$ cat config.mk
export PLATFORM = sky130hd
export DESIGN_NAME = decoder_flat
export DESIGN_NICKNAME = d
export VERILOG_FILES = /design/src/verilog/cpu_pkg.sv /design/src/verilog/ctrl_if.sv /design/src/verilog/decoder.sv /design/src/flat_wrapper.sv
export SDC_FILE = /design/constraint.sdc
export NUM_CORES = 1
export LEC_CHECK = 0
export BUFFER_PORTS_ARGS = -buffer_cell sky130_fd_sc_hd__buf_4
export CORE_AREA = 2 2 39 41
export DETAILED_ROUTE_END_ITERATION = 12
export DIE_AREA = 0 0 41 43
export PLACE_DENSITY = 0.8
export SLEW_MARGIN = 10
export SYNTH_ARGS = -nofsm -noshare
export SYNTH_HDL_FRONTEND = slang
export SYNTH_SLANG_ARGS = --single-unit
export TNS_END_PERCENT = 100
$ cat constraint.sdc
create_clock -name vclk -period 1.76
set_clock_uncertainty 0.15 [all_clocks]
set_input_delay 0.352 -clock vclk [all_inputs]
set_output_delay 0.352 -clock vclk [all_outputs]
set_load 0.05 [all_outputs]
$ cat src/verilog/cpu_pkg.sv
`default_nettype none

package cpu_pkg;

    typedef logic [31:0] xlen_t;     // data word
    typedef logic [31:0] addr_t;     // byte address, pc / iad / dad
    typedef logic [31:0] inst_t;     // raw instruction word
    typedef logic [4:0]  reg_idx_t;  // x0..x31

    // rv32i major opcodes, inst[6:0]
    typedef enum logic [6:0] {
        op_load   = 7'b0000011,
        op_imm    = 7'b0010011,
        op_auipc  = 7'b0010111,
        op_store  = 7'b0100011,
        op_reg    = 7'b0110011,
        op_lui    = 7'b0110111,
        op_branch = 7'b1100011,
        op_jalr   = 7'b1100111,
        op_jal    = 7'b1101111
    } opcode_t;  // fence / system fall through as nop

    typedef enum logic [3:0] {
        alu_add, alu_sub, alu_sll, alu_slt, alu_sltu,
        alu_xor, alu_srl, alu_sra, alu_or, alu_and,
        alu_pass_b  // lui, b passes straight through
    } alu_op_t;

    typedef enum logic [2:0] {imm_i, imm_s, imm_b, imm_u, imm_j} imm_kind_t;

    typedef enum logic [1:0] {res_alu, res_mem, res_pc_plus4} result_src_t;

    // matches funct3[1:0] of loads and stores, straight onto the size pins
    typedef enum logic [1:0] {
        size_byte = 2'b00,
        size_half = 2'b01,
        size_word = 2'b10
    } size_t;

    localparam addr_t reset_vector = 32'h0000_0000;  // first fetch address

endpackage

`default_nettype wire

$ cat src/verilog/ctrl_if.sv
`default_nettype none

interface ctrl_if;
    import cpu_pkg::*;

    alu_op_t     alu_ctrl;       // alu operation
    logic        alu_src_imm;    // b = immediate instead of rs2
    logic        a_src_pc;       // a = pc, auipc
    imm_kind_t   imm_kind;       // immediate format
    result_src_t result_src;     // what gets written back
    logic        reg_write;      // rd write enable
    logic        mem_read;       // load
    logic        mem_write;      // store
    logic        load_unsigned;  // lbu / lhu
    size_t       size;           // access width
    logic        is_branch;      // conditional branch
    logic        is_jal;
    logic        is_jalr;

    modport dec (output alu_ctrl, alu_src_imm, a_src_pc, imm_kind, result_src, reg_write,
                 mem_read, mem_write, load_unsigned, size, is_branch, is_jal, is_jalr);
    modport dp  (input  alu_ctrl, alu_src_imm, a_src_pc, imm_kind, result_src, reg_write,
                 mem_read, mem_write, load_unsigned, size, is_branch, is_jal, is_jalr);

endinterface

`default_nettype wire

$ cat src/verilog/decoder.sv
`default_nettype none

module decoder (
    input  wire cpu_pkg::inst_t inst,
    ctrl_if.dec                 ctrl
);
    import cpu_pkg::*;

    logic [2:0] funct3;
    logic       funct7_alt;  // inst[30], sub / sra select

    assign funct3     = inst[14:12];
    assign funct7_alt = inst[30];

    // shared by op and op-imm
    function automatic alu_op_t f3_op(input logic [2:0] f3, input logic alt);
        case (f3)
            3'b000:  f3_op = alt ? alu_sub : alu_add;
            3'b001:  f3_op = alu_sll;
            3'b010:  f3_op = alu_slt;
            3'b011:  f3_op = alu_sltu;
            3'b100:  f3_op = alu_xor;
            3'b101:  f3_op = alt ? alu_sra : alu_srl;
            3'b110:  f3_op = alu_or;
            default: f3_op = alu_and;
        endcase
    endfunction

    function automatic size_t f3_size(input logic [1:0] f);
        case (f)
            2'b00:   f3_size = size_byte;
            2'b01:   f3_size = size_half;
            default: f3_size = size_word;
        endcase
    endfunction

    always_comb begin
        // nop defaults, nothing written, no bus cycle
        ctrl.alu_ctrl      = alu_add;
        ctrl.alu_src_imm   = 1'b0;
        ctrl.a_src_pc      = 1'b0;
        ctrl.imm_kind      = imm_i;
        ctrl.result_src    = res_alu;
        ctrl.reg_write     = 1'b0;
        ctrl.mem_read      = 1'b0;
        ctrl.mem_write     = 1'b0;
        ctrl.load_unsigned = funct3[2];          // lbu / lhu
        ctrl.size          = f3_size(funct3[1:0]);
        ctrl.is_branch     = 1'b0;
        ctrl.is_jal        = 1'b0;
        ctrl.is_jalr       = 1'b0;
        case (inst[6:0])
            op_lui: begin
                ctrl.alu_ctrl    = alu_pass_b;   // rd = imm
                ctrl.alu_src_imm = 1'b1;
                ctrl.imm_kind    = imm_u;
                ctrl.reg_write   = 1'b1;
            end
            op_auipc: begin
                ctrl.a_src_pc    = 1'b1;         // rd = pc + imm
                ctrl.alu_src_imm = 1'b1;
                ctrl.imm_kind    = imm_u;
                ctrl.reg_write   = 1'b1;
            end
            op_jal: begin
                ctrl.is_jal      = 1'b1;
                ctrl.imm_kind    = imm_j;
                ctrl.result_src  = res_pc_plus4; // link
                ctrl.reg_write   = 1'b1;
            end
            op_jalr: begin
                ctrl.is_jalr     = 1'b1;         // target from alu, rs1 + imm
                ctrl.alu_src_imm = 1'b1;
                ctrl.result_src  = res_pc_plus4;
                ctrl.reg_write   = 1'b1;
            end
            op_branch: begin
                ctrl.is_branch   = 1'b1;
                ctrl.imm_kind    = imm_b;
                // beq/bne compare by sub, signed and unsigned by slt/sltu
                ctrl.alu_ctrl    = !funct3[2] ? alu_sub : (funct3[1] ? alu_sltu : alu_slt);
            end
            op_load: begin
                ctrl.mem_read    = 1'b1;         // address = rs1 + imm
                ctrl.alu_src_imm = 1'b1;
                ctrl.result_src  = res_mem;
                ctrl.reg_write   = 1'b1;
            end
            op_store: begin
                ctrl.mem_write   = 1'b1;
                ctrl.alu_src_imm = 1'b1;
                ctrl.imm_kind    = imm_s;
            end
            op_imm: begin
                ctrl.alu_ctrl    = f3_op(funct3, funct7_alt && funct3 == 3'b101); // srai only
                ctrl.alu_src_imm = 1'b1;
                ctrl.reg_write   = 1'b1;
            end
            op_reg: begin
                ctrl.alu_ctrl    = f3_op(funct3, funct7_alt);
                ctrl.reg_write   = 1'b1;
            end
            default: ;                           // fence, system, unknown
        endcase
    end

endmodule

`default_nettype wire

$ cat src/flat_wrapper.sv
// flat-port wrapper written by rule: the top's interface ports become plain ports
module decoder_flat import cpu_pkg::*;
  (inst, ctrl_alu_ctrl, ctrl_alu_src_imm, ctrl_a_src_pc, ctrl_imm_kind, ctrl_result_src, ctrl_reg_write, ctrl_mem_read, ctrl_mem_write, ctrl_load_unsigned, ctrl_size, ctrl_is_branch, ctrl_is_jal, ctrl_is_jalr);
  ctrl_if ctrl_i ();
  input  wire cpu_pkg::inst_t inst;
  output wire logic [$bits(ctrl_i.alu_ctrl)-1:0] ctrl_alu_ctrl;
  output wire logic [$bits(ctrl_i.alu_src_imm)-1:0] ctrl_alu_src_imm;
  output wire logic [$bits(ctrl_i.a_src_pc)-1:0] ctrl_a_src_pc;
  output wire logic [$bits(ctrl_i.imm_kind)-1:0] ctrl_imm_kind;
  output wire logic [$bits(ctrl_i.result_src)-1:0] ctrl_result_src;
  output wire logic [$bits(ctrl_i.reg_write)-1:0] ctrl_reg_write;
  output wire logic [$bits(ctrl_i.mem_read)-1:0] ctrl_mem_read;
  output wire logic [$bits(ctrl_i.mem_write)-1:0] ctrl_mem_write;
  output wire logic [$bits(ctrl_i.load_unsigned)-1:0] ctrl_load_unsigned;
  output wire logic [$bits(ctrl_i.size)-1:0] ctrl_size;
  output wire logic [$bits(ctrl_i.is_branch)-1:0] ctrl_is_branch;
  output wire logic [$bits(ctrl_i.is_jal)-1:0] ctrl_is_jal;
  output wire logic [$bits(ctrl_i.is_jalr)-1:0] ctrl_is_jalr;
  assign ctrl_alu_ctrl = ctrl_i.alu_ctrl;
  assign ctrl_alu_src_imm = ctrl_i.alu_src_imm;
  assign ctrl_a_src_pc = ctrl_i.a_src_pc;
  assign ctrl_imm_kind = ctrl_i.imm_kind;
  assign ctrl_result_src = ctrl_i.result_src;
  assign ctrl_reg_write = ctrl_i.reg_write;
  assign ctrl_mem_read = ctrl_i.mem_read;
  assign ctrl_mem_write = ctrl_i.mem_write;
  assign ctrl_load_unsigned = ctrl_i.load_unsigned;
  assign ctrl_size = ctrl_i.size;
  assign ctrl_is_branch = ctrl_i.is_branch;
  assign ctrl_is_jal = ctrl_i.is_jal;
  assign ctrl_is_jalr = ctrl_i.is_jalr;
  decoder u_core (.inst(inst), .ctrl(ctrl_i));
endmodule
=== Word level (Yosys, flattened, before mapping) ===
Index checks and enable logic that the tools add are counted.

* Eq/ne operators: 16
* Mux-type cells: 20
* Reduce and logical (&&, ||, !) cells: 7

{| class="wikitable"
|+ Operators by type and width
! kind !! count
|-
| 4-bit one-hot mux with 7 select lines || 2
|-
| 7-bit by 6-bit equality test with 1-bit output, second input constant || 3
|-
| 7-bit equality test, second input constant || 3
|-
| 4-bit one-hot mux with 4 select lines || 1
|-
| 7-bit by 5-bit equality test with 1-bit output, second input constant || 2
|-
| 1-bit 2-to-1 mux || 12
|-
| 3-bit one-hot mux with 4 select lines || 1
|-
| 3-bit equality test, second input constant || 3
|-
| 2-bit one-hot mux with 2 select lines || 2
|-
| 7-bit by 2-bit equality test with 1-bit output, second input constant || 1
|-
| 7-bit OR reduction || 1
|-
| 3-bit by 2-bit equality test with 1-bit output, second input constant || 2
|-
| 6-bit OR reduction || 1
|-
| 4-bit 2-to-1 mux || 1
|-
| 2-bit OR reduction || 2
|-
| 3-bit by 1-bit equality test with 1-bit output, second input constant || 1
|-
| 3-bit zero test || 1
|-
| 3-bit 2-to-1 mux || 1
|-
| 2-bit by 1-bit equality test with 1-bit output, second input constant || 1
|-
| 2-bit zero test || 1
|-
| 1-bit logical AND || 1
|}

* Register bits: 0
* Input bits: 32
* Output and inout port bits: 20
* Logic and storage cells: 43

=== Logic depth before layout (Yosys ltp) ===
Gate-level depths: netlist (run 1).

* Depth in word-level cells: 5
* Mapped depth: 5
* Gate-level depth less buffers: 4

=== Worst setup path before layout (run 1) ===
No wires, ideal clock.

* Path kind: input-to-output
* Start: in inst[2]
* End: out ctrl_result_src[0]
* Arrival time: 2.704 ns
* Slack: -1.446 ns
* Stages on the path: 4
* Cells stage by stage: buf_6 > nand4bb_4 > nor4_1 > buf_4

* Longest elaborated chain between the ends: 3
* Elaborated cells on any way between the ends: 5

{| class="wikitable"
|+ RTL lines
! element !! RTL line !! source
|-
| start: declaration || flat_wrapper.sv:5 || <nowiki>input wire cpu_pkg::inst_t inst;</nowiki>
|-
| 7-bit equality test || decoder.sv:52 || <nowiki>case (inst[6:0])</nowiki>
|-
| 2-bit OR reduction (no line) || -- ||
|-
| 2-bit one-hot mux with 2 select lines (*) || decoder.sv:52 ||
|-
| end: declaration || flat_wrapper.sv:10 || <nowiki>output wire logic [$bits(ctrl_i.result_src)-1:0] ctrl_result_src;</nowiki>
|}

Mark *: on every way between the ends. The rest lies on a longest branch, timed or not.

=== Worst setup path in the final report (run 1) ===
* Start: in inst[1]
* End: out ctrl_alu_ctrl[1]

* Longest elaborated chain between the ends: 2
* Elaborated cells on any way between the ends: 5

{| class="wikitable"
|+ RTL lines
! element !! RTL line !! source
|-
| 7-bit by 6-bit equality test with 1-bit output (tied with other cells) || decoder.sv:52 ||
|-
| 4-bit one-hot mux with 4 select lines (*) || decoder.sv:52 ||
|-
| end: declaration || flat_wrapper.sv:6 || <nowiki>output wire logic [$bits(ctrl_i.alu_ctrl)-1:0] ctrl_alu_ctrl;</nowiki>
|}

Marked as above.

==> results of run 1 <==
-- timing repair --
item                                    4_1_cts  5_1_grt
buffers inserted                              5        0
hold buffers                                  0        0
endpoints found under the setup margin       10       11
pin swaps                                     8        3
resized for setup                            17       12
-- metrics by stage --
| stage | utilization (%) | power, mW | instances | TNS [ns] |
|---|---|---|---|---|
| 3_3_place_gp | 55.52 | 0.1494 | 103 | -0.4380 |
| 4_1_cts | 63.74 | 0.1754 | 108 | -0.05770 |
| 2_1_floorplan | - | 0.1045 | 54 | -2.086 |
| 5_1_grt | 67.00 | 0.1919 | 108 | -0.2773 |
| 6_report | 67.00 | 0.1813 | 108 | -0.06125 |
| 3_5_place_dp | 55.52 | 0.1527 | 103 | -0.5872 |
-- power by group through the flow --
stage | registers [mW] | clock network (mW) | logic (mW)
2_1_floorplan | 0 | 0 | 0.105
3_3_place_gp | 0 | 0 | 0.149
3_5_place_dp | 0 | 0 | 0.153
4_1_cts | 0 | 0 | 0.175
5_1_grt | 0 | 0 | 0.192
6_report | 0 | 0 | 0.181
-- kinds of logic after synthesis --
kind of cell	Yosys count	synth area share, %
simple gates	28	52.44
compound gates	16	27.79
buf+inv	10	19.77
-- worst max path at each step --
stage,from,end,cells past startpoint
5_1_grt,inst[1],ctrl_alu_ctrl[1],5
6_report,inst[1],ctrl_alu_ctrl[1],5
4_1_cts,inst[1],ctrl_alu_ctrl[1],5
3_5_place_dp,inst[4],ctrl_alu_src_imm,5
3_3_place_gp,inst[4],ctrl_is_jal,6
2_1_floorplan,inst[2],ctrl_result_src[0],4
-- synth_stat cells, types with 2 or more instances --
cell and instances:
nand3_1 2, a21oi_1 5, buf_4 2, buf_6 4
and2_1 2, nor3_2 2, nand3b_1 2, o211a_1 2
nor2_1 7
-- final cells by class --
type,instances,area (um^2),share of cell area [%]
timing repair buffer,47,444.2,47.91
tap,16,20.02,2.159
multi-input combinational,44,451.7,48.72
inverter,1,11.26,1.215
-- per-layer routing --
metal  global-route usage (%)  wire length (um)
met5                        0                 0
met4                    4.000                30
met1                    24.76               599
met3                   0.5236                47
met2                    30.31               776
==> results.toml, run 1 <==
[status]
status = "complete, but fails checks"
violations = "negative setup slack"

[cells_and_area]
final_cell_mix = "buf_4 (29), buf_6 (13), nor2_1 (4), a21oi_1 (4), buf_8 (4)"
nets = 126
final_common_cell = "buf_4"
diodes = 0
postLayoutCellArea_um2 = 927.1
n_fill_cell = 105
regArea_um2 = 0
area_growth_pct = 112.3
num-clock-buffers = 0
seq_cell_count = 0
drive_gt1_share_pct = 76.09

[power]
power.leakage_nw = 0.4206
vdd_ir_drop_max_mv = 0.1072
combPwrFrac_pct = 100.0
p_switching_mw = 0.09651
swShare_pct = 53.22
p_clk_share_pct = 0
seq_power_share_pct = 0
power_density_mw_per_mm2 = 195.6
internal_power_mw = 0.08482

[timing]
min_period_ns = 1.802
hold_viol = 0
whs_ns = 0.8975
worst_pin_slew_ns = 0.2779
relSlewSlack_pct = 81.33
final.setup.worst_slack_ns = -0.04233
setup_viol = 2
rsz0062_at_grt = "yes"
fin_crit_sh_pct = 102.4
fmax_ghz = 0.5548
final_max_slew_viol_count = 0

[setup_path]
critPathMaxFanout = 3
cp.arrival_ns = 1.30
crit_slowest_cell = "a311o_2"
cp_cell_sequence = "buf_8 > and3b_1 > and4_4 > a311o_2 > buf_8"
cp-start-kind = "primary input"
crit_type = "in2out"
cp_num_buf_inv = 2
endpoint_kind = "output port"
crit_family = "compound AO/OA/AOI/OAI gates"
max_stage_delay_ns = 0.37
path_common_cell = "buf_8"
cp.required_ns = 1.26

[route]
dr_total_vias = 562
first_pass_iters = 4
ant_nets = 0
routed_wl_um = 1453
drtIter0Drc = 12
drc_errors = 0
avgRoutedWirePerCell_um = 13.45
vias_per_cell = 5.204

[placed_design]
post-place-ws_ns = -0.1279
io_buffers = 31
dp_hpwl_um = 1110
place_congestion = 0.8335
place_area_um2 = 768.2

[yosys]
avgSynthCellArea_um2 = 8.086
synth_cell_types = 35
syn_area_um2 = 436.7
syn_nets = 86
syn_inst = 54
synth_area_leaders = "buf_6 (10%), nand4bb_4 (6.3%), nor2_1 (6.0%)"
synth_warnings = 0
netlist.area_leader.share_pct = 10.32
ys_seq_area_share_pct = 0
yosysTopAreaCell = "buf_6"

[floorplanning]
dieArea_mm2 = 0.001763
die_h_um = 43
initial_utilization_pct = 31.56
io_pins = 52
core_area_mm2 = 0.001384
die_x_um = 41
rows = 14

[global_route]
grt_pass1_wl_um = 2373
grt_pass1_vias = 534
grt_use_total_pct = 18.20
grt_start_max_net_pins = 12
antenna_found_initial = 0
grt_overflow = 0

[worst_hold_path]
hp-class = "in2out"
hold_start = "inst[13]"
holdPathStages = 2
hold_end = "ctrl_size[1]"

[run]
drv_cap = 0
Power figures use the tool's default switching activity.
==> run 2: changes to the inputs <==
==> constraint.sdc (replaced) <==
create_clock -name vclk -period 1.76
set_clock_uncertainty 0.15 [all_clocks]
set_input_delay 0.352 -clock vclk [all_inputs]
set_output_delay 0.352 -clock vclk [all_outputs]
set_load 0.1 [all_outputs]
==> results.toml, run 2 (same netlist as run 1, synthesis figures left out) <==
[status]
status = "complete, but fails checks"
violations = "negative setup slack"

[timing]
hold_viol = 0
relSlewSlack_pct = 81.64
finalSetupTns_ns = -0.7491
worst_pin_slew_ns = 0.2734
rsz0062_at_grt = "yes"
min_period_ns = 1.912
setup_viol = 11
fmax_ghz = 0.5231
fin_crit_sh_pct = 108.6
final_max_slew_viol_count = 0
final.setup.worst_slack_ns = -0.1517

[placed_design]
dp_hpwl_um = 1118
dp.cells = 108
io_buffers = 31
place_congestion = 0.7123
place_area_um2 = 835.8

[route]
ant_nets = 0
dr_total_vias = 605
drc_errors = 0
drtIter0Drc = 17
routed_wl_um = 1831
avgRoutedWirePerCell_um = 16.80
first_pass_iters = 4
vias_per_cell = 5.550

[worst_hold_path]
hp-class = "in2out"
hold_start = "inst[14]"
holdPathStages = 2
hold_end = "ctrl_load_unsigned"

[run]
drv_cap = 0

[global_route]
antenna_found_initial = 0
grt_use_total_pct = 21.10
grt_overflow = 0
grt_pass1_vias = 569
grt_pass1_wl_um = 2594
grt_start_max_net_pins = 11

[cells_and_area]
num-clock-buffers = 0
drive_gt1_share_pct = 78.49
diodes = 0
n_fill_cell = 74
nets = 127
regArea_um2 = 0
postLayoutCellArea_mm2 = 0.001067
seq_cell_count = 0
final_common_cell = "buf_4"
final_cells = 109
area_growth_pct = 144.4
final_cell_mix = "buf_4 (19), buf_6 (16), buf_12 (10), nor2_1 (4), a21oi_1 (4)"

[floorplanning]
die_x_um = 41
die_h_um = 43
io_pins = 52
initial_utilization_pct = 31.56
rows = 14
dieArea_mm2 = 0.001763
core_area_mm2 = 0.001384

[power]
p_total_mw = 0.2276
power.leakage_nw = 0.4564
power_density_mw_per_mm2 = 213.2
vdd_ir_drop_max_mv = 0.1305

[setup_path]
cp-start-kind = "primary input"
cp.arrival_ns = 1.41
cp.required_ns = 1.26
endpoint_kind = "output port"
crit_type = "in2out"
critPathMaxFanout = 7

[clock_tree]
cts-hold-fix-buffers = 0
run 2: worst max path at each step:
stage | from | endpoint | slack (ns) | depth (start not counted)
3_5_place_dp | inst[0] | ctrl_alu_ctrl[1] | -0.18 | 5
6_report | inst[3] | ctrl_alu_ctrl[1] | -0.15 | 5
4_1_cts | inst[3] | ctrl_alu_ctrl[1] | -0.07 | 5
5_1_grt | inst[3] | ctrl_alu_ctrl[1] | -0.15 | 5
2_1_floorplan | inst[2] | ctrl_result_src[0] | -1.01 | 4
3_3_place_gp | inst[0] | ctrl_alu_ctrl[1] | -0.17 | 5
run 2: timing repair:
item	CTS	global route
pin swaps	11	7
setup endpoints to repair	17	16
gates resized for setup	46	10
buffers inserted	0	1
run 2: cell type report:
| cell class | instances | area (um^2) | area share, % |
|---|---|---|---|
| inverter | 1 | 16.27 | 1.524 |
| multi-input combinational | 44 | 462.9 | 43.38 |
| tap | 16 | 20.02 | 1.876 |
| timing repair buffer | 48 | 568.0 | 53.22 |
run 2: critical path, stage by stage:
cell and delay, ns:
buf_8 0.10, nand4bb_4 0.33, a211oi_2 0.26, a311o_2 0.18
buf_12 0.17
run 2: through the flow:
| stage | setup slack [ns] | hold slack (ns) | utilization, % |
|---|---|---|---|
| finish | -0.1517 | 0.9385 | 77.12 |
| global route | -0.1472 | 0.9467 | 77.12 |
| CTS | -0.06937 | 0.9278 | 73.87 |
| detailed placement | -0.1812 | 0.9280 | 60.40 |
| global placement | -0.1680 | 0.9275 | 60.40 |
| floorplan | -1.008 | 0.6500 | - |
run 2: routing by layer:
metal / vias to the layer above / track usage (%) / routed length, um
met5: - / 0 / 0
met4: 0 / 6.000 / 0
met3: 0 / 1.571 / 55
met2: 18 / 40.31 / 1097
met1: 303 / 22.22 / 678
li1: 284 / - / -
run 2: power by group:
part	leakage, nW	total, mW	internal [mW]	switching, mW
sequential	0	0	0	0
clock	0	0	0	0
combinational	0.456	0.228	0.0948	0.133
total	0.456	0.228	0.0948	0.133
==> run 3: changes to the inputs <==
--- a/config.mk
+++ b/config.mk
@@ -5,11 +5,10 @@
 export SDC_FILE = /design/constraint.sdc
 export NUM_CORES = 1
 export LEC_CHECK = 0
-export BUFFER_PORTS_ARGS = -buffer_cell sky130_fd_sc_hd__buf_4
 export CORE_AREA = 2 2 39 41
 export DETAILED_ROUTE_END_ITERATION = 12
 export DIE_AREA = 0 0 41 43
-export PLACE_DENSITY = 0.8
+export DONT_BUFFER_PORTS = 1
 export SLEW_MARGIN = 10
 export SYNTH_ARGS = -nofsm -noshare
 export SYNTH_HDL_FRONTEND = slang
==> results.toml, run 3 (same netlist as run 1, synthesis figures left out) <==
[setup_path]
endpoint_kind = "output port"
cp.required_ns = 1.26
critPathMaxFanout = 11
cp.arrival_ns = 1.23
max_stage_delay_ns = 0.32
crit_type = "in2out"
cp-start-kind = "primary input"
cp_cell_sequence = "nand3b_4 > or2_4 > inv_12 > and2_4"
crit_slowest_cell = "and2_4"

[timing]
final_max_slew_viol_count = 0
rsz0062_at_grt = "yes"
final.setup.worst_slack_ns = 0.03246
worst_pin_slew_ns = 0.2920
finalSetupTns_ns = 0
hold_viol = 0
min_period_ns = 1.728
setup_viol = 0
fmax_ghz = 0.5789
whs_ns = 0.5540
relSlewSlack_pct = 80.63
fin_crit_sh_pct = 98.16

[cells_and_area]
diodes = 0
seq_cell_count = 0
drive_gt1_share_pct = 68.18
final_cell_mix = "buf_12 (13), buf_4 (7), nor2_1 (4), a21oi_1 (4)"
n_fill_cell = 99
regArea_um2 = 0
nets = 100
postLayoutCellArea_um2 = 847.1
area_growth_pct = 93.98
num-clock-buffers = 0
final_cells = 82
final_common_cell = "buf_12"

[power]
combPwrFrac_pct = 100.0
p_switching_mw = 0.06890
power.leakage_nw = 0.3181
internal_power_mw = 0.04687
seq_power_share_pct = 0
power_density_mw_per_mm2 = 136.7
vdd_ir_drop_max_mv = 0.07070
swShare_pct = 59.52
p_clk_share_pct = 0

[route]
routed_wl_um = 1133
avgRoutedWirePerCell_um = 13.82
drtIter0Drc = 8
ant_nets = 0
first_pass_iters = 4
dr_total_vias = 459
vias_per_cell = 5.598
drc_errors = 0

[global_route]
grt_start_max_net_pins = 12
grt_use_total_pct = 13.71
grt_overflow = 0
grt_pass1_vias = 412
grt_pass1_wl_um = 1814
antenna_found_initial = 0

[placed_design]
io_buffers = 0
dp_hpwl_um = 926.5
post-place-ws_ns = 0.01161
place_congestion = 0.7844
dp.cells = 81
place_area_um2 = 839.6

[floorplanning]
core_area_mm2 = 0.001384
die_h_um = 43
io_pins = 52
rows = 14
initial_utilization_pct = 31.56
die_x_um = 41
dieArea_mm2 = 0.001763

[clock_tree]
cts-hold-fix-buffers = 0

[status]
status = "finished, final reports clean"

[run]
drv_cap = 0

[worst_hold_path]
hp-class = "in2out"
run 3: cell count changes in the layout (fill, tap and decap cells not counted), sizes merged:
cell	delta
buf	-27
run 3: final cells by class:
type	count	area, um^2	share of cell area, %
Multi-Input combinational cell	44	470.5	55.54
Timing Repair Buffer	21	340.3	40.18
Tap cell	16	20.02	2.363
Inverter	1	16.27	1.920
run 3: what timing repair did:
action	in CTS	in global routing
setup buffers	0	1
gates resized for setup	0	0
endpoints found under the setup margin	0	4
run 3: metal layers:
layer,wire length [um],up-vias,global-route usage [%]
met4,0,0,0
li1,-,227,-
met2,640,12,21.88
met5,0,-,0
met1,436,220,20.38
met3,56,0,1.571
run 3: power by group through the flow:
stage                     logic [mW]  clock network [mW]  registers, mW
after floorplan                0.141                   0              0
after global routing           0.121                   0              0
after detailed placement       0.115                   0              0
after CTS                      0.115                   0              0
after global placement         0.114                   0              0
final                          0.116                   0              0
run 3: worst max-delay path: cells and delay by family:
family / cells / cell delay, ns
simple gates: 3 / 0.80
buf+inv: 1 / 0.06
run 3: through the flow:
step                      total power [mW]  util, %
final                               0.1158    61.21
after detailed placement            0.1150    60.67
after global placement              0.1141    60.67
after floorplan                     0.1411        -
after CTS                           0.1155    60.67
after global routing                0.1206    61.21
run 3: worst paths after layout:
kind	slack [ns]	endpoint	cells after the start	start
setup / recovery	0.03	ctrl_is_jal	4	inst[4]
hold / removal	0.55	ctrl_load_unsigned	0	inst[14]
